### src/design/input_pkg.sv
/*
 * Key event packet and decoded camera command types
 */
package input_pkg;

	// per key: bit 0 make pulse, bit 1 break pulse
	typedef struct packed {
		logic [1:0] d;
		logic [1:0] a;
		logic [1:0] e;
		logic [1:0] q;
		logic [1:0] w;
		logic [1:0] s;
		logic [1:0] l;
		logic [1:0] j;
		logic [1:0] o;
		logic [1:0] u;
		logic [1:0] i;
		logic [1:0] k;
		logic [1:0] n7;
		logic [1:0] n8;
		logic [1:0] n9;
		logic [1:0] n0;
	} keys_t;

	typedef enum logic [1:0] {CMD_NONE, CMD_MOVE, CMD_ROTATE, CMD_SCALE} cam_kind_t;

	// rotation axis, or U/V/W selection for a move
	typedef enum logic [1:0] {AXIS_X, AXIS_Y, AXIS_Z} axis_t;

	typedef struct packed {
		cam_kind_t  kind;
		axis_t      axis;
		logic       neg;
		logic [1:0] scale_sel;
		logic       released;   // break of any movement key
	} cam_cmd_t;

endpackage

### src/design/key_decoder.sv
/*
 * key_decoder: registers key pulses and encodes one camera command
 */
`timescale 1ns/1ps

module key_decoder (
	input  logic                clk,
	input  logic                rst,
	input  input_pkg::keys_t    keys,
	output input_pkg::cam_cmd_t cmd
);

	input_pkg::keys_t keys_q;
	logic [15:0] make;

	always_ff @(posedge clk or posedge rst) begin
		if (rst)
			keys_q <= '0;
		else
			keys_q <= keys;
	end

	assign make = {keys_q.d[0], keys_q.a[0], keys_q.e[0], keys_q.q[0],
		keys_q.w[0], keys_q.s[0], keys_q.l[0], keys_q.j[0],
		keys_q.o[0], keys_q.u[0], keys_q.i[0], keys_q.k[0],
		keys_q.n7[0], keys_q.n8[0], keys_q.n9[0], keys_q.n0[0]};

	// exactly one make bit gives a command, anything else is none
	always_comb begin
		cmd = '0;
		cmd.kind = input_pkg::CMD_NONE;
		cmd.axis = input_pkg::AXIS_X;
		cmd.released = |{keys_q.d[1], keys_q.a[1], keys_q.e[1], keys_q.q[1],
			keys_q.w[1], keys_q.s[1]};
		case (make)
			16'h8000: begin cmd.kind = input_pkg::CMD_MOVE;   cmd.axis = input_pkg::AXIS_X; end
			16'h4000: begin cmd.kind = input_pkg::CMD_MOVE;   cmd.axis = input_pkg::AXIS_X; cmd.neg = 1'b1; end
			16'h2000: begin cmd.kind = input_pkg::CMD_MOVE;   cmd.axis = input_pkg::AXIS_Y; end
			16'h1000: begin cmd.kind = input_pkg::CMD_MOVE;   cmd.axis = input_pkg::AXIS_Y; cmd.neg = 1'b1; end
			16'h0800: begin cmd.kind = input_pkg::CMD_MOVE;   cmd.axis = input_pkg::AXIS_Z; end
			16'h0400: begin cmd.kind = input_pkg::CMD_MOVE;   cmd.axis = input_pkg::AXIS_Z; cmd.neg = 1'b1; end
			// l/j about Y, o/u about X, i/k about Z
			16'h0200: begin cmd.kind = input_pkg::CMD_ROTATE; cmd.axis = input_pkg::AXIS_Y; end
			16'h0100: begin cmd.kind = input_pkg::CMD_ROTATE; cmd.axis = input_pkg::AXIS_Y; cmd.neg = 1'b1; end
			16'h0080: begin cmd.kind = input_pkg::CMD_ROTATE; cmd.axis = input_pkg::AXIS_X; end
			16'h0040: begin cmd.kind = input_pkg::CMD_ROTATE; cmd.axis = input_pkg::AXIS_X; cmd.neg = 1'b1; end
			16'h0020: begin cmd.kind = input_pkg::CMD_ROTATE; cmd.axis = input_pkg::AXIS_Z; end
			16'h0010: begin cmd.kind = input_pkg::CMD_ROTATE; cmd.axis = input_pkg::AXIS_Z; cmd.neg = 1'b1; end
			16'h0008: begin cmd.kind = input_pkg::CMD_SCALE;  cmd.scale_sel = 2'd0; end
			16'h0004: begin cmd.kind = input_pkg::CMD_SCALE;  cmd.scale_sel = 2'd1; end
			16'h0002: begin cmd.kind = input_pkg::CMD_SCALE;  cmd.scale_sel = 2'd2; end
			16'h0001: begin cmd.kind = input_pkg::CMD_SCALE;  cmd.scale_sel = 2'd3; end
			default: ;
		endcase
	end

endmodule

### config.mk
export PLATFORM = sky130hd
export DESIGN_NAME = key_decoder
export DESIGN_NICKNAME = d
export VERILOG_FILES = /design/src/design/input_pkg.sv /design/src/design/key_decoder.sv
export SDC_FILE = /design/constraint.sdc
export NUM_CORES = 1
export LEC_CHECK = 0
export BUFFER_PORTS_ARGS = -buffer_cell sky130_fd_sc_hd__buf_2
export CAP_MARGIN = 5
export CORE_MARGIN = 1.5
export CORE_UTILIZATION = 35
export CTS_BUF_LIST = sky130_fd_sc_hd__clkbuf_8
export DETAILED_ROUTE_END_ITERATION = 7
export PLACE_DENSITY = 0.67
export SYNTH_ARGS = -nofsm -noshare
export SYNTH_HDL_FRONTEND = slang
export SYNTH_SLANG_ARGS = --single-unit
export TNS_END_PERCENT = 100
### constraint.sdc
create_clock -name clk -period 1.4 [get_ports clk]
set_input_delay 0.14 -clock clk [delete_from_list [all_inputs] [get_ports clk]]
set_output_delay 0.14 -clock clk [all_outputs]
set_load 0.05 [all_outputs]
Word level (Yosys, flattened, before mapping) --
Cells that the tools add are included.
Operators by class: equality and inequality tests 16, mux-type cells 4, reductions and logical operators 7
Operators by type and width (count):
- OR reduction 6 bit | 4
- == test 16 x 1 -> 1 bit, second input constant | 1
- == test 16 x 10 -> 1 bit, second input constant | 1
- == test 16 x 11 -> 1 bit, second input constant | 1
- == test 16 x 12 -> 1 bit, second input constant | 1
- == test 16 x 13 -> 1 bit, second input constant | 1
- == test 16 x 14 -> 1 bit, second input constant | 1
- == test 16 x 15 -> 1 bit, second input constant | 1
- == test 16 bit, second input constant | 1
- == test 16 x 2 -> 1 bit, second input constant | 1
- == test 16 x 3 -> 1 bit, second input constant | 1
- == test 16 x 4 -> 1 bit, second input constant | 1
- == test 16 x 5 -> 1 bit, second input constant | 1
- == test 16 x 6 -> 1 bit, second input constant | 1
- == test 16 x 7 -> 1 bit, second input constant | 1
- == test 16 x 8 -> 1 bit, second input constant | 1
- == test 16 x 9 -> 1 bit, second input constant | 1
- one-hot mux 2 bit (3 select lines) | 2
- OR reduction 4 bit | 3
- one-hot mux 2 bit (2 select lines) | 1
- 2-to-1 mux 1 bit | 1
Word-level totals: logic and storage cells 43, bits in registers 22, input bits 34, output and inout port bits 8

Longest topological paths before layout --
Gate-level depths: netlist of run 1.
word-level depth 3, depth in mapped cells 5, depth with buffers taken out 4

Least setup slack after synthesis of run 1 --
No wires, ideal clock.
kind reg-to-output, from reg keys_q[16] (netlist name), to out cmd[1] (netlist name), required time 1.260 ns, slack -1.179 ns, arrival 2.439 ns, buffers on the path 1, stages on the path, launching flop included 5, path through dfrtp_1 -> buf_6 -> nor4_2 -> nand4_1 -> nor4_1
RTL lines:
- from (decl) | line key_decoder.sv:13 | input_pkg::keys_t keys_q;
- from (signal assigned) | line key_decoder.sv:20 | keys_q <= keys;
- to (decl) | line key_decoder.sv:10 | output input_pkg::cam_cmd_t cmd

==> results of run 1 <==
[layout make-up]
type	count	area share
sequential	22	0.285
timing repair buffer	88	0.359
clock buffer	3	0.0210
clock inverter	1	0.00191
multi-input combinational	68	0.312
inverter	1	0.00191
tap	31	0.0197
[kinds of logic (layout without fill, tap and decap cells)]
group	Yosys count	after routing
xor gates and xnor gates	10	10
DFF	22	22
buffers and inverters	5	93
and+or+nand+nor	34	34
AOI/OAI and AO/OA	24	24
[Yosys cell counts, types with 2 or more instances]
master,n
nor3_1,2
nand2_1,8
o21ai_0,12
o22ai_1,2
nor4_1,5
o21ai_1,4
dfrtp_1,22
buf_2,2
xor2_1,9
nor2_1,6
nor4b_1,2
nor4_2,2
[per-stage QoR]
stage          TNS (ns)  instances
4_1_cts           -2.94        213
6_report          -3.16        214
3_3_place_gp      -1.71        182
3_5_place_dp      -1.82        182
5_1_grt           -3.85        214
2_1_floorplan     -1.45         95
[worst max-delay path by stage]
stage               startpoint      to  slack (ns)  cells after the start
floorplan           keys_q[16]  cmd[1]       -0.39                      4
global placement    keys_q[26]  cmd[3]       -0.34                      5
detailed placement  keys_q[22]  cmd[3]       -0.33                      5
CTS                  keys_q[4]  cmd[7]       -0.46                      6
global route        keys_q[10]  cmd[3]       -0.62                      4
finish              keys_q[10]  cmd[3]       -0.53                      4
[power breakdown]
part / total (W) / switching (W) / internal [W] / leakage [nW]
Sequential: 0.000714 / 0.0000438 / 0.000670 / 0.247
Clock: 0.000377 / 0.000182 / 0.000195 / 0.0269
Combinational: 0.000282 / 0.000115 / 0.000166 / 0.551
Total: 0.00137 / 0.000341 / 0.00103 / 0.825
[metal layers]
layer,vias up,GRT usage
li1,518,-
met1,507,0.216
met2,33,0.370
met3,4,0.0300
met4,0,0.0731
met5,-,0
[critical path, stage by stage, from the launching register on]
cell and delay [ns]:
dfrtp_1 0.43, or4_1 0.58, nor3_2 0.21, o21a_2 0.18, buf_8 0.14
[what timing repair did]
item | in CTS | in global routing
gates resized for setup | 35 | 15
endpoints found under the hold margin | 44 | 0
setup endpoints to repair | 7 | 8
hold buffers | 23 | 0
buffers inserted | 4 | 2
pin swaps | 9 | 12
==> metrics.cfg, run 1 <==
[detailed_routing]
vias=1062
wl_met3_um=123
routed.top_layer=met4
drt_first_pass_iters=4
wl_met1_um=1120
drc=0
dr.first_iter.drc_count=36
via_per_inst=4.96
ant_nets=0
wirelength_um=2970
wl_per_cell_um=13.9
dr_wl_met2_um=1690

[synth]
synth_ff_type=dfrtp_1
synth_compound_area_frac=0.142
synth_nets=129
yosys_warnings=0
synth_cells=95
muxShareOfSynthArea=0
synth_xor_area_frac=0.0864
ys_seq_area_frac=0.543
yosysTopAreaCell=dfrtp_1
synthTopCellsByArea=dfrtp_1 54%, xor2_1 7.8%, o21ai_0 5.9%
ys_async_sr_fraction=1.00
ys_seq_elements=22
ys_types=31
syn_avg_cell_area_um2=10.7
synthAdderAreaFrac=0
synth_top_family_by_area=simple AND/OR/NAND/NOR gates
synth-edff-count=0
synth_area_um2=1010
synthSimpleGateAreaFrac=0.196
netlist.area_leader.share=0.543

[cells_and_area]
fillers=176
largest_reg_flops=22
final_common_cell=buf_4
seq_area_um2=562
fin_util=0.714
postLayoutCellArea_um2=1970
final_layout_size_suffix_gt1_frac=0.557
multiInputGateArea_um2=613
top_register=keys_q
final_cell_mix=32 x buf_4, 23 x dlygate4sd3_1, 23 x buf_2
diodes=0
reg_top3=keys_q: 22 flops
syn_to_final_growth_pct=94.2
nets=218

[sta]
hold_viol_final=0
setup-violations-final=7
worst_slew_pin_slew_ns=0.331
holdWs_ns=0.446
maxSlewViolCount=0
max_freq_mhz=518
slew_headroom=0.779
rsz0062_at_grt=true
fin_ws_ns=-0.532
fin_crit_ns=1.93
post-route-period-util=1.38

[global_route]
grt-ovfl-total=0
antenna_found_initial=0
grt_usage=0.195
grt_pass1_vias=1148
grt_pass1_wl_um=4800
grt_max_degree=23

[outcome]
violations=setup timing
outcome=complete, but fails checks

[floorplanning]
die_h_um=56.8
io_pins=42
die_x_um=56.8
placementRows=19
core_area_um2=2760
dieArea_um2=3230
start_util=0.368

[clock_tree]
cts.sinks=22
cts_made_buffers=3
clk_path_buf_depth=2
htree_levels=1
cts.clk_slew.worst_paths_ns=0.07
cts_root_buf=clkbuf_8
cts_tree=built

[placed_design]
place_congestion=0.769
numPortBuffers=31
place_area_um2=1470
place_worst_setup_slack_ns=-0.329
hpwl_um=1860

[critical_path]
critical_path_peak_fanout=4
crit_path_end_kind=output pin
path_class=reg2out
crit_path_start_kind=register
cp.arrival_ns=1.79
crit_required_ns=1.26

[pwr]
power_w=0.00137
power-per-cell-area_nw_per_um2=698
leakagePower_nw=0.825
vdd_drop_max_v=0.000879

[worst_hold_path]
min_path_type=in2async

[job]
maxCapViolations=0

Note: power is estimated with default switching activity, not from simulation.
==> run 2, diff against run 1 <==
CORE_ASPECT_RATIO = 1.4   (was not set)
==> metrics.cfg, run 2 (synthesis gave the netlist of run 1 again) <==
[critical_path]
max_stage_delay_ns=0.45  ; -0.13 ns
critPathCapture=cmd[1]
cp.depth=5  ; +1
crit_start=keys_q[24]
crit_required_ns=1.26  ; about the same
critical_path_peak_fanout=4  ; unchanged
crit_path_end_kind=output pin
crit_chain=nor4_4, nand4_1, buf_6, nor4_4, buf_6
crit_path_start_kind=register
path_class=reg2out
cp.arrival_ns=1.74  ; -0.05 ns
cpLargestDelayFamily=simple AND/OR/NAND/NOR gates
crit_path_top_delay_cell=dfrtp_2
path_buf_inv=2  ; +1

[detailed_routing]
drc=0  ; unchanged
wl_per_cell_um=13.1  ; -5.7%
drt_first_pass_iters=4  ; unchanged
dr.first_iter.drc_count=21  ; -42%
wirelength_um=2970  ; unchanged
ant_nets=0  ; unchanged
vias=1101  ; +3.7%
via_per_inst=4.85  ; -2.3%

[outcome]
violations=setup timing
outcome=complete, but fails checks

[sta]
holdWs_ns=0.463  ; +0.0163 ns
post-route-period-util=1.34  ; -0.0399
worst_slew_pin_slew_ns=0.377  ; +0.0461 ns
hold_viol_final=0  ; unchanged
max_freq_mhz=533  ; +3.0%
fin_crit_ns=1.88  ; -0.0559 ns
setup-violations-final=7  ; unchanged
fin_ws_ns=-0.476  ; +0.0559 ns
rsz0062_at_grt=true
maxSlewViolCount=0  ; unchanged
slew_headroom=0.747  ; -0.0322

[cells_and_area]
fin_util=0.757  ; +0.0437
top_register=keys_q
final_cell_mix=39 x buf_4, 23 x dlygate4sd3_1, 23 x buf_2
reg_top3=keys_q: 22 flops
nets=226  ; +3.7%
final_common_cell=buf_4
seq_area_um2=561  ; -0.22%
final_layout_size_suffix_gt1_frac=0.592  ; +0.0342
multiInputGateArea_um2=609  ; -0.61%
syn_to_final_growth_pct=102
diodes=0  ; unchanged
largest_reg_flops=22  ; unchanged
fillers=203  ; +15%

[clock_tree]
cts_made_buffers=3  ; unchanged
cts_root_buf=clkbuf_8
cts.clk_slew.worst_paths_ns=0.07  ; about the same
clk_path_buf_depth=2  ; unchanged
cts.sinks=22  ; unchanged
cts_tree=built
htree_levels=1  ; unchanged

[floorplanning]
placementRows=22  ; +3
start_util=0.376  ; +0.00818
core_area_um2=2700  ; -2.2%
die_h_um=66.7  ; +17%
io_pins=42  ; unchanged
die_x_um=48.5  ; -15%
dieArea_um2=3230  ; +0.15%

[global_route]
grt_usage=0.189  ; -0.00588
antenna_found_initial=0  ; unchanged
grt_pass1_vias=1175  ; +2.4%
grt_pass1_wl_um=4590  ; -4.5%
grt_max_degree=23  ; unchanged
grt-ovfl-total=0  ; unchanged

[pwr]
vdd_drop_max_v=0.000961  ; +9.4%
power-per-cell-area_nw_per_um2=705  ; +1.0%
leakagePower_nw=0.873  ; +5.8%

[placed_design]
hpwl_um=1880  ; +0.76%
place_congestion=0.846  ; +10%
numPortBuffers=31  ; unchanged

[worst_hold_path]
min_path_type=in2async

[job]
maxCapViolations=0  ; unchanged

run 2: cell type report:
class,instances,share of cell area
well taps,36,0.0220
repair buffers,96,0.377
multi-input cells,68,0.298
clock buffers,4,0.0269
flip-flops and latches,22,0.274
inverters,1,0.00184
run 2: worst min-delay path by stage:
stage	slack (ns)	start	endpoint	cells past startpoint
after floorplan	0.13	rst	keys_q[0]	1
after global routing	0.50	rst	keys_q[24]	4
after CTS	0.44	rst	keys_q[23]	4
final	0.46	rst	keys_q[23]	4
after detailed placement	0.18	rst	keys_q[26]	3
after global placement	0.17	rst	keys_q[20]	3
run 2: per-layer routing:
layer,track usage,up-vias,routed length (um)
li1,-,536,-
met5,0,-,0
met1,0.160,528,1050
met2,0.401,29,1780
met3,0.0179,8,63
met4,0.136,0,82
run 2: tightest hold or removal path, cell delays in order:
cell	delay, ns
dlygate4sd3_1	0.54
buf_2	0.12
inv_1	0.04
buf_4	0.26
run 2: what timing repair did:
| action | CTS | global route |
|---|---|---|
| setup endpoints to repair | 7 | 8 |
| endpoints found under the hold margin | 44 | 0 |
| setup buffers | 6 | 2 |
| gates cloned | 0 | 0 |
| pin swaps | 13 | 14 |
| gates resized for setup | 31 | 22 |
| hold buffers | 23 | 0 |
run 2: report_power, final:
group | switching [W] | internal (W) | total (W)
Sequential | 0.0000422 | 0.000670 | 0.000712
Combinational | 0.000118 | 0.000176 | 0.000294
Clock | 0.000183 | 0.000250 | 0.000433
run 2: per-stage QoR:
stage | std cells | cell area (um2) | total power, W | setup TNS [ns] | worst slack, ns
floorplan | 95 | 1090 | 0.000805 | -1.45 | -0.386
global placement | 193 | 1520 | 0.000913 | -1.65 | -0.288
detailed placement | 193 | 1520 | 0.000925 | -1.90 | -0.328
CTS | 226 | 1960 | 0.00143 | -3.14 | -0.512
global route | 227 | 2040 | 0.00151 | -3.54 | -0.549
finish | 227 | 2040 | 0.00144 | -3.06 | -0.476
