$ cat src/design/cam_cfg.svh
/*
 * Camera constants: fixed-point format, rotation step and move scales
 */
`ifndef CAM_CFG_SVH
`define CAM_CFG_SVH

// signed Q16.16 throughout
`define CAM_FRAC_BITS 16
`define CAM_ONE       32'h0001_0000

// rotation step of about 10 degrees
// cos = 64540 / 65536, sin = 11380 / 65536
`define CAM_COS       32'h0000_FC1C
`define CAM_SIN       32'h0000_2C74

// eye step per move, picked by keys 7, 8, 9 and 0
`define CAM_SCALE_1   32'h0001_0000
`define CAM_SCALE_2   32'h0002_0000
`define CAM_SCALE_4   32'h0004_0000
`define CAM_SCALE_8   32'h0008_0000

`endif

$ cat src/design/input_pkg.sv
/*
 * Key event packet and decoded camera command types
 */
package input_pkg;

	// per key: bit 0 make pulse, bit 1 break pulse
	typedef struct packed {
		logic [1:0] d;
		logic [1:0] a;
		logic [1:0] e;
		logic [1:0] q;
		logic [1:0] w;
		logic [1:0] s;
		logic [1:0] l;
		logic [1:0] j;
		logic [1:0] o;
		logic [1:0] u;
		logic [1:0] i;
		logic [1:0] k;
		logic [1:0] n7;
		logic [1:0] n8;
		logic [1:0] n9;
		logic [1:0] n0;
	} keys_t;

	typedef enum logic [1:0] {CMD_NONE, CMD_MOVE, CMD_ROTATE, CMD_SCALE} cam_kind_t;

	// rotation axis, or U/V/W selection for a move
	typedef enum logic [1:0] {AXIS_X, AXIS_Y, AXIS_Z} axis_t;

	typedef struct packed {
		cam_kind_t  kind;
		axis_t      axis;
		logic       neg;
		logic [1:0] scale_sel;
		logic       released;   // break of any movement key
	} cam_cmd_t;

endpackage

$ cat src/design/geom_pkg.sv
/*
 * Fixed-point scalar, vector and basis types, and the Q16.16 multiply
 */
`include "cam_cfg.svh"

package geom_pkg;

	typedef logic signed [31:0] fix_t;

	typedef struct packed {
		fix_t x;
		fix_t y;
		fix_t z;
	} vector_t;

	// index 0 is U, 1 is V, 2 is W
	typedef vector_t [2:0] basis_t;

	// full 64-bit product, arithmetic shift, wraps to one word
	function automatic fix_t fix_mul(fix_t a, fix_t b);
		logic signed [63:0] p;
		p = a * b;
		return fix_t'(p >>> `CAM_FRAC_BITS);
	endfunction

endpackage

$ cat src/design/camera_fsm.sv
/*
 * camera_fsm: idle/rotating/rendering control, step pulses and move scale
 */
`timescale 1ns/1ps
`include "cam_cfg.svh"

module camera_fsm (
	input  logic                clk,
	input  logic                rst,
	input  input_pkg::cam_cmd_t cmd,
	input  logic                rendering_done,
	output logic                render_frame,
	output logic                rot_step,
	output input_pkg::axis_t    rot_axis,
	output logic                rot_neg,
	output logic                move_step,
	output input_pkg::axis_t    move_sel,
	output logic                move_neg,
	output geom_pkg::fix_t      move_scale
);

	typedef enum logic [1:0] {IDLE, ROTATING, RENDERING} state_t;

	state_t state, state_n;
	input_pkg::axis_t sel_q;
	logic neg_q;
	logic is_move, is_rotate, is_scale;
	geom_pkg::fix_t scale_n;

	assign is_move = (cmd.kind == input_pkg::CMD_MOVE);
	assign is_rotate = (cmd.kind == input_pkg::CMD_ROTATE);
	assign is_scale = (cmd.kind == input_pkg::CMD_SCALE);

	always_comb begin
		state_n = state;
		render_frame = 1'b0;
		move_step = 1'b0;
		case (state)
			IDLE: begin
				if (is_rotate) begin
					render_frame = 1'b1;
					state_n = ROTATING;
				end else if (is_move) begin
					move_step = 1'b1;
					render_frame = 1'b1;
					state_n = RENDERING;
				end
			end
			ROTATING: state_n = IDLE;
			RENDERING: begin
				// key still held, step again on each finished frame
				if (cmd.released)
					state_n = IDLE;
				else if (rendering_done) begin
					move_step = 1'b1;
					render_frame = 1'b1;
				end
			end
			default: state_n = IDLE;
		endcase
	end

	assign rot_step = (state == ROTATING);

	// first step of a session comes straight from the command
	assign move_sel = (state == IDLE) ? cmd.axis : sel_q;
	assign move_neg = (state == IDLE) ? cmd.neg : neg_q;

	always_comb begin
		case (cmd.scale_sel)
			2'd0: scale_n = `CAM_SCALE_1;
			2'd1: scale_n = `CAM_SCALE_2;
			2'd2: scale_n = `CAM_SCALE_4;
			default: scale_n = `CAM_SCALE_8;
		endcase
	end

	always_ff @(posedge clk or posedge rst) begin
		if (rst) begin
			state <= IDLE;
			sel_q <= input_pkg::AXIS_X;
			neg_q <= 1'b0;
			rot_axis <= input_pkg::AXIS_X;
			rot_neg <= 1'b0;
			move_scale <= `CAM_SCALE_1;
		end else begin
			state <= state_n;
			if (state == IDLE) begin
				if (is_move) begin
					sel_q <= cmd.axis;
					neg_q <= cmd.neg;
				end
				if (is_rotate) begin
					rot_axis <= cmd.axis;
					rot_neg <= cmd.neg;
				end
				if (is_scale)
					move_scale <= scale_n;
			end
		end
	end

endmodule

$ cat config.mk
export PLATFORM = sky130hd
export DESIGN_NAME = camera_fsm
export DESIGN_NICKNAME = d
export VERILOG_FILES = /design/src/design/input_pkg.sv /design/src/design/geom_pkg.sv /design/src/design/camera_fsm.sv
export VERILOG_INCLUDE_DIRS = /design/src /design/src/design
export SDC_FILE = /design/constraint.sdc
export NUM_CORES = 1
export LEC_CHECK = 0
export BUFFER_PORTS_ARGS = -buffer_cell sky130_fd_sc_hd__buf_4
export CORE_MARGIN = 2
export CORE_UTILIZATION = 43
export CTS_CLUSTER_DIAMETER = 80
export DETAILED_ROUTE_END_ITERATION = 7
export PLACE_DENSITY_LB_ADDON = 0.05
export SLEW_MARGIN = 5
export SYNTH_ARGS = -nofsm -noshare
export SYNTH_HDL_FRONTEND = slang
export SYNTH_SLANG_ARGS = --single-unit
$ cat constraint.sdc
create_clock -name clk -period 1.41 [get_ports clk]
set_input_delay 0.141 -clock clk [delete_from_list [all_inputs] [get_ports clk]]
set_output_delay 0.141 -clock clk [all_outputs]
set_load 0.02 [all_outputs]
After elaboration in Yosys (flattened, before gate mapping) --
Cells that the tools add are included.
Operators by class: eq/ne operators 9, reduce and logical (&&, ||, !) cells 6, mux-type cells 14
Operators with widths (number):
- $pmux W20 S3 | 1
- $eq A2 B2 Y1 const B | 4
- $mux W2 | 4
- $reduce_and A2 Y1 | 4
- $eq A2 B1 Y1 const B | 3
- $mux W1 | 6
- $logic_not A2 Y1 | 2
- $pmux W1 S2 | 2
- $pmux W2 S2 | 1
- $ne A3 B3 Y1 const B | 1
- $ne A2 B2 Y1 const B | 1
Word-level totals: output and inout bits 41, register bits after elaboration 40, word-level logic and storage cells 35

Logic depth before layout (Yosys ltp) --
Gate-level depths: netlist of the first run.
depth in word-level cells 4, gate-level depth with buffers 4

Worst setup path after synthesis of the first run --
OpenSTA, ideal clock, no wires.
kind register to output, start point register state[1], end point output port render_frame, data required time 1.269 ns, cell stages (with the launch flop) 4, path slack 0.138 ns, arrival 1.131 ns, cells stage by stage dfrtp_1 -> buf_6 -> or2_2 -> a21oi_1
Between the ends: longest elaborated chain between the ends 2, elaborated cells on any way between the ends 3
RTL lines:
- start, declared | line camera_fsm.sv:24 | state_t state, state_n;
- start signal, assigned | line camera_fsm.sv:87 | state <= state_n;
- $eq A2 B2 Y1 or $logic_not A2 Y1 (tied branches) | line camera_fsm.sv:38 | case (state)
- $pmux W1 S2 * | line camera_fsm.sv:38
- end, declared | line camera_fsm.sv:12 | output logic render_frame,
Mark *: on every way between the ends. The rest lies on a longest branch, timed or not.

Final worst setup path of the first run --
start point register state[1], end point output port move_sel[1]
Between the ends: longest elaborated chain between the ends 2
RTL lines:
- $logic_not A2 Y1 | line camera_fsm.sv:66 | assign move_sel = (state == IDLE) ? cmd.axis : sel_q;
- $mux W2 | line camera_fsm.sv:66
- end, declared | line camera_fsm.sv:17 | output input_pkg::axis_t move_sel,
No other way between the ends.

==> results.toml, run 1 <==
[pwr]
powerDensity_nw_per_um2 = 1366
p_sw_mw = 0.5626
p_seq_frac = 0.318
swShare = 0.3510
ir_worst_vdd_mv = 0.7698
p_comb_frac = 0.508
p_leak_nw = 0.6225
clkPwrFrac = 0.174
finalPower_mw = 1.603
cellInternalPower_mw = 1.040

[clock_tree]
cts_buffer_depth = 2
cts_buffers = 3
clock-sinks = 12
htreeDepth = 1
cts_tree = "done"
cts-root-buf = "clkbuf_4"
path_clk_slew_ns = 0.08
clk_latency_ns = 0.27

[final_layout]
diodes = 0
final_cells = 144
final_nets = 133
area_delta_synth_final_pct = 32.11
drive_gt1_frac = 0.4872
fin_util = 0.5982

[critical_path]
critPathMaxFanout = 3
cp_cell_sequence = "buf_6 -> nor2_4 -> mux2_4 -> buf_6"
cpMaxStageDelayCell = "dfrtp_1"
reg2reg_to = "move_scale[18]"
crit_top_cell = "buf_6"
critPathCaptureType = "primary output"
critPathKind = "reg -> out"
r2r_slack_ns = -0.09
arrival_ns = 1.41
cpPeakStageDelay_ns = 0.41
critPathRequiredTime_ns = 1.27
timing.rr.start = "state[1]"
r2r_cells = 5
startpoint_type = "register"

[sta]
finalSetupViolCount = 12
setup_slack_ns = -0.1459
fmax_mhz = 642.7
fin_tns_setup_ns = -0.9389
drv_slew = 0
hold_viol = 0
skew_ns = 0.004466
rsz0062_at_grt = "yes"
fin_crit_sh = 1.104
period_needed_ns = 1.556

[drt]
routed_wl_mm = 1.487
drc_errors = 0
wire_per_inst_um = 10.33
ant_nets = 0
drt-initial-drc-count = 0
dr.pass1.iters = 1
viasPerCell = 4.132
vias = 595

[floorplanning]
dieWidth_um = 49.45
fp.coreArea_um2 = 1962
ios = 52
die_area_um2 = 2445
initial_core_util = 0.4528
die_h_um = 49.45
row_count = 16

[placed_design]
place_inst = 134
hpwl_mm = 1.095
dpl_worst_slack_ns = 0.04087
port_buffers = 23
gp_congestion = 0.6852

[global_routing]
grt_pass1_vias = 537
grt_first_pass_wirelength_mm = 2.318
antenna_found_initial = 0
track_usage = 0.1223
overflow = 0
grt_max_degree = 13

[synthesis]
yosysTopAreaCell = "dfrtp_1"
ys_warn_count = 0
yosysTopAreaCellShare = 0.3099
syn_inst = 82
synth.ff_latch_count = 12
syn_area_per_cell_um2 = 10.83
yosysUniqueCellTypes = 18
netlist_area_um2 = 888.4
ys_seq_area_frac = 0.3394
ys_top_cells_by_area = "dfrtp_1 31%, buf_4 24%, mux2_2 15%"

[outcome]
status = "finished, violations left"
violations = "negative setup slack"

[min_path]
hold_class = "in -> reg"
hold_start = "cmd[4]"
min_to = "sel_q[0]"
whs_path_depth = 2

[flow_run]
cap_violations = 0
## kinds of logic (layout without fill, tap and decap cells)
group                    after synthesis  after routing  synth area share
other                                  1             28          0.004221
multiplexers                          13             13            0.1634
adder cells (fa/ha/maj)                4              4           0.05634
buffers and inverters                 34             42            0.2789
AO/OA/AOI/OAI                          3              3           0.01690
flip-flops                            12             12            0.3394
AND/OR/NAND/NOR                       15             15            0.1408
## synth_stat cells
cell type,number
a21oi_1,3
buf_4,28
buf_6,2
conb_1,1
dfrtp_1,11
dfstp_2,1
ha_1,4
inv_1,4
mux2_2,12
mux2i_1,1
nand2_1,1
nand2b_1,2
nand3b_1,1
nor2_1,2
nor2b_1,4
nor3b_4,3
or2_2,1
or3_1,1
## layout by cell type (no fill, tap or decap), drive strengths merged
master       netlist  routed
mux2i              1       1
or2                1       1
a21oi              3       3
dfrtp             11      11
dfstp              1       1
nor3b              3       3
dlygate4sd3        0       1
conb               1      28
clkbuf             0       4
mux2              12      12
nand2              1       1
buf               30      33
ha                 4       4
nor2               2       2
inv                4       4
nand3b             1       1
nand2b             2       2
nor2b              4       4
or3                1       1
## through the flow
| step | area (µm²) | hold slack [ns] |
|---|---|---|
| after floorplan | 989.7 | 0.004983 |
| after global placement | 1001 | 0.1862 |
| after detailed placement | 1001 | 0.1902 |
| after CTS | 1121 | 0.1054 |
| after global routing | 1174 | 0.09935 |
| final | 1174 | 0.1202 |
## worst max-delay path by stage
stage / from / to / slack (ns) / cells past startpoint
floorplan: state[1] / render_frame / 0.14 / 3
global placement: state[0] / rot_neg / 0.07 / 3
detailed placement: state[0] / rot_axis[0] / 0.04 / 3
CTS: state[1] / move_sel[1] / -0.16 / 4
global route: state[1] / move_sel[1] / -0.20 / 4
finish: state[1] / move_sel[1] / -0.15 / 4
## critical path, delay by kind of cell (launching register included)
kind                   cells  cell delay (ns)
flip-flops                 1             0.41
AND/OR/NAND/NOR            1             0.14
multiplexers               1             0.32
buffers and inverters      2             0.26
## routing by layer
| metal | routed length, µm | part of all wire | GRT usage |
|---|---|---|---|
| met1 | 634 | 0.43 | 0.1574 |
| met2 | 740 | 0.50 | 0.2005 |
| met3 | 97 | 0.065 | 0.03030 |
| met4 | 15 | 0.010 | 0.04167 |
| met5 | 0 | 0 | 0 |
## cell type report
cell class                      instances  area (µm²)
Fill cell                             187       788.3
Multi-Input combinational cell         63       499.2
Tap cell                               27       33.78
Inverter                                4       15.01
Clock buffer                            4       36.28
Sequential cell                        12       301.5
Timing Repair Buffer                   34       287.8
## power groups by stage
stage | clock network (mW) | logic (mW) | registers [mW]
6_report | 0.279 | 0.815 | 0.509
5_1_grt | 0.314 | 0.866 | 0.519
4_1_cts | 0.291 | 0.748 | 0.505
3_5_place_dp | 0 | 0.637 | 0.508
3_3_place_gp | 0 | 0.629 | 0.508
2_1_floorplan | 0 | 0.404 | 0.573
## flip-flops by register name, summed over array words and instances (netlist names)
signal and flops:
move_scale 4, rot_axis 2, sel_q 2, state 2, neg_q 1, rot_neg 1
## repair_timing
action | 4_1_cts | 5_1_grt
resized for setup | 12 | 13
hold endpoints to repair | 11 | 0
buffers inserted | 4 | 2
pin swaps | 3 | 6
hold buffers | 1 | 0
endpoints found under the setup margin | 5 | 14
(Power assumes the default switching activity.)
==> run 2, diff against run 1 <==
--- a/config.mk
+++ b/config.mk
@@ -12,6 +12,7 @@
 export CTS_CLUSTER_DIAMETER = 80
 export DETAILED_ROUTE_END_ITERATION = 7
 export PLACE_DENSITY_LB_ADDON = 0.05
+export REMOVE_ABC_BUFFERS = 1
 export SLEW_MARGIN = 5
 export SYNTH_ARGS = -nofsm -noshare
 export SYNTH_HDL_FRONTEND = slang
==> run 2 against run 1 <==
Against the previous run:
- the run still ends with negative setup slack left
- core utilization down 2.6 points
- first-iteration DRC count grew 3
- global-route usage is 1.0 points lower
- die area unchanged
- critical endpoint is now move_sel[0]
==> results.toml, run 2 (same netlist as run 1, synthesis figures left out) <==
[clock_tree]
cts_buffer_depth = 2
clock-sinks = 12
cts_tree = "done"
path_clk_slew_ns = 0.07
htreeDepth = 1
clk_latency_ns = 0.27
cts_buffers = 3
cts-root-buf = "clkbuf_4"

[drt]
drt-initial-drc-count = 3
drc_errors = 0
dr.pass1.iters = 3
ant_nets = 0
viasPerCell = 4.043
routed_wl_mm = 1.399
vias = 562
wire_per_inst_um = 10.06

[final_layout]
fin_util = 0.5721
final_nets = 128
diodes = 0
seqCellArea_um2 = 302.8
multi_input_area_um2 = 488.0
nFillCells = 181
drive_gt1_frac = 0.4821
final_cells = 139
final_common_cell = "conb_1"
final_cell_mix = "28 x conb_1, 21 x buf_4, 10 x dfrtp_1"
largest_register = "move_scale"
area_delta_synth_final_pct = 26.34
largest_register_ffs = 4
final_area_um2 = 1122

[sta]
fmax_mhz = 664.8
drv_slew = 0
period_needed_ns = 1.504
skew_ns = 0.003814
hold_viol = 0
setup_slack_ns = -0.09427
rsz0062_at_grt = "yes"
fin_crit_sh = 1.067
hold_ws_ns = 0.1166
finalSetupViolCount = 8

[min_path]
whs_path_depth = 2
hold_class = "in -> reg"

[global_routing]
grt_util_met2 = 0.2050
grt_first_pass_wirelength_mm = 2.014
grt_max_degree = 13
grt_pass1_vias = 477
gr-usage-met1 = 0.1092
antenna_found_initial = 0
busiest_layer = "met2"
track_usage = 0.1120
grt_use_met3 = 0.06061
overflow = 0

[pwr]
ir_worst_vdd_mv = 0.9714
powerDensity_nw_per_um2 = 1357
p_leak_nw = 0.5832
finalPower_mw = 1.523

[floorplanning]
initial_core_util = 0.4528
die_h_um = 49.45
row_count = 16
die_area_um2 = 2445
fp.coreArea_um2 = 1962
dieWidth_um = 49.45
ios = 52

[critical_path]
r2r_slack_ns = -0.03
critPathRequiredTime_ns = 1.27
critPathCaptureType = "primary output"
r2r_cells = 4
critPathMaxFanout = 3
cp-startpoint = "state[1]"
timing.rr.start = "state[1]"
startpoint_type = "register"
cp-endpoint = "move_sel[0]"
arrival_ns = 1.36
critPathKind = "reg -> out"
reg2reg_to = "sel_q[0]"

[placed_design]
port_buffers = 23
hpwl_mm = 1.047
gp_congestion = 0.7333
place_inst = 132
dpl-instance-area_um2 = 985.9

[flow_run]
cap_violations = 0

[outcome]
status = "finished, violations left"
violations = "negative setup slack"
run 2: cell types whose count changed in the layout (fill, tap and decap cells not counted), sizes merged:
cell,delta
buf,-5
run 2: area by class of cell:
| class | instances | area share |
|---|---|---|
| Sequential cell | 12 | 0.2698 |
| Multi-Input combinational cell | 63 | 0.4348 |
| Clock buffer | 4 | 0.03233 |
| Timing Repair Buffer | 29 | 0.2196 |
| Tap cell | 27 | 0.03010 |
| Inverter | 4 | 0.01338 |
run 2: how the worst min path moves through the flow:
stage | from | to | slack (ns)
after CTS | cmd[5] | rot_axis[1] | 0.10
final | cmd[3] | neg_q | 0.12
after detailed placement | rst | move_scale[18] | 0.19
after floorplan | rst | move_scale[17] | 0.005
after global routing | cmd[5] | sel_q[1] | 0.10
after global placement | rst | move_scale[18] | 0.19
run 2: critical path, stage by stage, from the launching register on:
cell	delay, ns
dfrtp_2	0.44
nor2_4	0.19
mux2_4	0.32
buf_6	0.13
run 2: stage by stage:
step	setup WS, ns	setup TNS [ns]
final	-0.09427	-0.4793
after global routing	-0.1498	-0.9428
after CTS	-0.09389	-0.4815
after detailed placement	0.07673	0
after global placement	0.06780	0
after floorplan	0.09330	0
run 2: power by group:
part | internal, mW | leakage, nW | total [mW] | switching, mW
logic | 0.380 | 0.418 | 0.742 | 0.362
registers | 0.449 | 0.144 | 0.510 | 0.0605
clock network | 0.157 | 0.0210 | 0.270 | 0.113
run 2: what timing repair did:
action | 4_1_cts | 5_1_grt
gates resized for setup | 5 | 15
endpoints found under the hold margin | 11 | 0
pin swaps | 1 | 6
hold buffers | 1 | 0
setup endpoints to repair | 5 | 13
setup buffers | 1 | 1
run 2: layer usage:
metal | up-vias | part of all wire
met5 | - | 0
met4 | 0 | 0
li1 | 266 | -
met2 | 37 | 0.53
met3 | 0 | 0.12
met1 | 259 | 0.36
==> run 3, diff against run 2 <==
--- a/config.mk
+++ b/config.mk
@@ -11,7 +11,7 @@
 export CORE_UTILIZATION = 43
 export CTS_CLUSTER_DIAMETER = 80
 export DETAILED_ROUTE_END_ITERATION = 7
-export PLACE_DENSITY_LB_ADDON = 0.05
+export PLACE_DENSITY = 0.84
 export REMOVE_ABC_BUFFERS = 1
 export SLEW_MARGIN = 5
 export SYNTH_ARGS = -nofsm -noshare
==> run 3 against run 2 <==
Against the previous run:
- the run still ends with negative setup slack left
- core utilization is 1.5 points higher
- power is 3.7% higher
- clock power is 3% higher
- final cell count is 1.4% higher
- via count is 3.2% higher
- routed wire length is 12% higher
- sequential cell count stayed put
- critical endpoint unchanged
- sequential share of layout area is 0.78 points lower
- combinational power is 6.7% higher
==> results.toml, run 3 (same netlist as run 1, synthesis figures left out) <==
[drt]
viasPerCell = 4.113
routed_wl_mm = 1.572
dr.pass1.iters = 1
drc_errors = 0
vias = 580
drt-initial-drc-count = 0
wire_per_inst_um = 11.15
ant_nets = 0

[critical_path]
critPathKind = "reg -> out"
timing.rr.start = "state[1]"
critPathCaptureType = "primary output"
cp-startpoint = "state[0]"
critPathRequiredTime_ns = 1.27
startpoint_type = "register"
critPathMaxFanout = 3
arrival_ns = 1.33

[placed_design]
dpl-instance-area_um2 = 985.9
port_buffers = 23
gp_congestion = 0.7149
dpl_worst_slack_ns = 0.05972
place_inst = 132

[final_layout]
final_cell_mix = "28 x conb_1, 23 x buf_4, 12 x mux2_4"
final_common_cell = "conb_1"
fin_util = 0.5867
final_area_um2 = 1151
largest_register_ffs = 4
area_delta_synth_final_pct = 29.58
final_cells = 141
nFillCells = 174
drive_gt1_frac = 0.4737
largest_register = "move_scale"
final_nets = 130
diodes = 0

[clock_tree]
htreeDepth = 1
clock-sinks = 12
clk_latency_ns = 0.27
cts_buffers = 3
path_clk_slew_ns = 0.08
cts_tree = "done"
cts_buffer_depth = 2
cts-root-buf = "clkbuf_4"

[floorplanning]
row_count = 16
dieWidth_um = 49.45
ios = 52
fp.coreArea_um2 = 1962
initial_core_util = 0.4528
die_area_um2 = 2445
die_h_um = 49.45

[min_path]
hold_class = "in -> reg"
hold_start = "cmd[3]"

[pwr]
cellInternalPower_mw = 1.018
powerDensity_nw_per_um2 = 1371
swShare = 0.3552
finalPower_mw = 1.578
p_comb_frac = 0.502
p_leak_nw = 0.6088
p_seq_frac = 0.322
p_sw_mw = 0.5605
clkPwrFrac = 0.176
ir_worst_vdd_mv = 0.7563

[sta]
skew_ns = 0.005654
setup_slack_ns = -0.05718
hold_ws_ns = 0.1166
fin_crit_sh = 1.041
fin_tns_setup_ns = -0.4718
drv_slew = 0
rsz0062_at_grt = "yes"
period_needed_ns = 1.467
fmax_mhz = 681.6
finalSetupViolCount = 13
hold_viol = 0

[flow_run]
cap_violations = 0

[global_routing]
grt_first_pass_wirelength_mm = 2.401
antenna_found_initial = 0
overflow = 0
grt_pass1_vias = 558
grt_max_degree = 13
track_usage = 0.1304

[outcome]
status = "finished, violations left"
violations = "negative setup slack"
-- run 3: cell types whose count changed in the layout (fill, tap and decap cells not counted) --
cell	before	now
mux2_2	6	0
dfrtp_1	10	11
nand2b_1	1	2
dfrtp_2	1	0
nand2b_4	1	0
mux2_4	6	12
buf_4	21	23
-- run 3: cell type report --
cell class	count	area [µm²]	area share
Multi-Input combinational cell	63	503.0	0.4370
Tap cell	27	33.78	0.02935
Clock buffer	4	36.28	0.03152
Inverter	4	15.01	0.01304
Sequential cell	12	301.5	0.2620
Timing Repair Buffer	31	261.5	0.2272
-- run 3: critical path: stages (launching register included) --
cell,delay (ns)
dfrtp_1,0.41
nor2_4,0.18
mux2_4,0.33
buf_6,0.13
-- run 3: timing repair --
action	4_1_cts	5_1_grt
gates resized for setup	13	11
setup endpoints to repair	5	15
buffers inserted	3	1
pin swaps	4	6
hold endpoints to repair	11	0
hold buffers	1	0
-- run 3: power groups by stage --
stage	sequential (mW)	combinational (mW)	clock (mW)
final	0.509	0.792	0.278
after floorplan	0.597	0.300	0
after detailed placement	0.503	0.630	0
after CTS	0.503	0.725	0.283
after global placement	0.498	0.620	0
after global routing	0.520	0.839	0.305
-- run 3: metal layers --
metal | vias to the layer above | wire length [µm] | track usage | part of all wire
met4 | 0 | 4 | 0.06944 | 0.0025
met3 | 2 | 100 | 0.02727 | 0.064
met5 | - | 0 | 0 | 0
met1 | 279 | 637 | 0.1393 | 0.41
met2 | 29 | 829 | 0.2387 | 0.53
li1 | 270 | - | - | -
-- run 3: path summary, 6_finish.rpt --
kind / endpoint / slack (ns) / cells after the start
min in group asynchronous: move_scale[17] / 0.43 / 3
worst max-delay path: move_sel[0] / -0.06 / 3
worst max register to register: move_scale[18] / -0.04 / 4
worst min register to register: neg_q / 0.52 / 1
worst min-delay path: rot_neg / 0.12 / 2
max in group asynchronous: move_scale[16] / 0.64 / 3
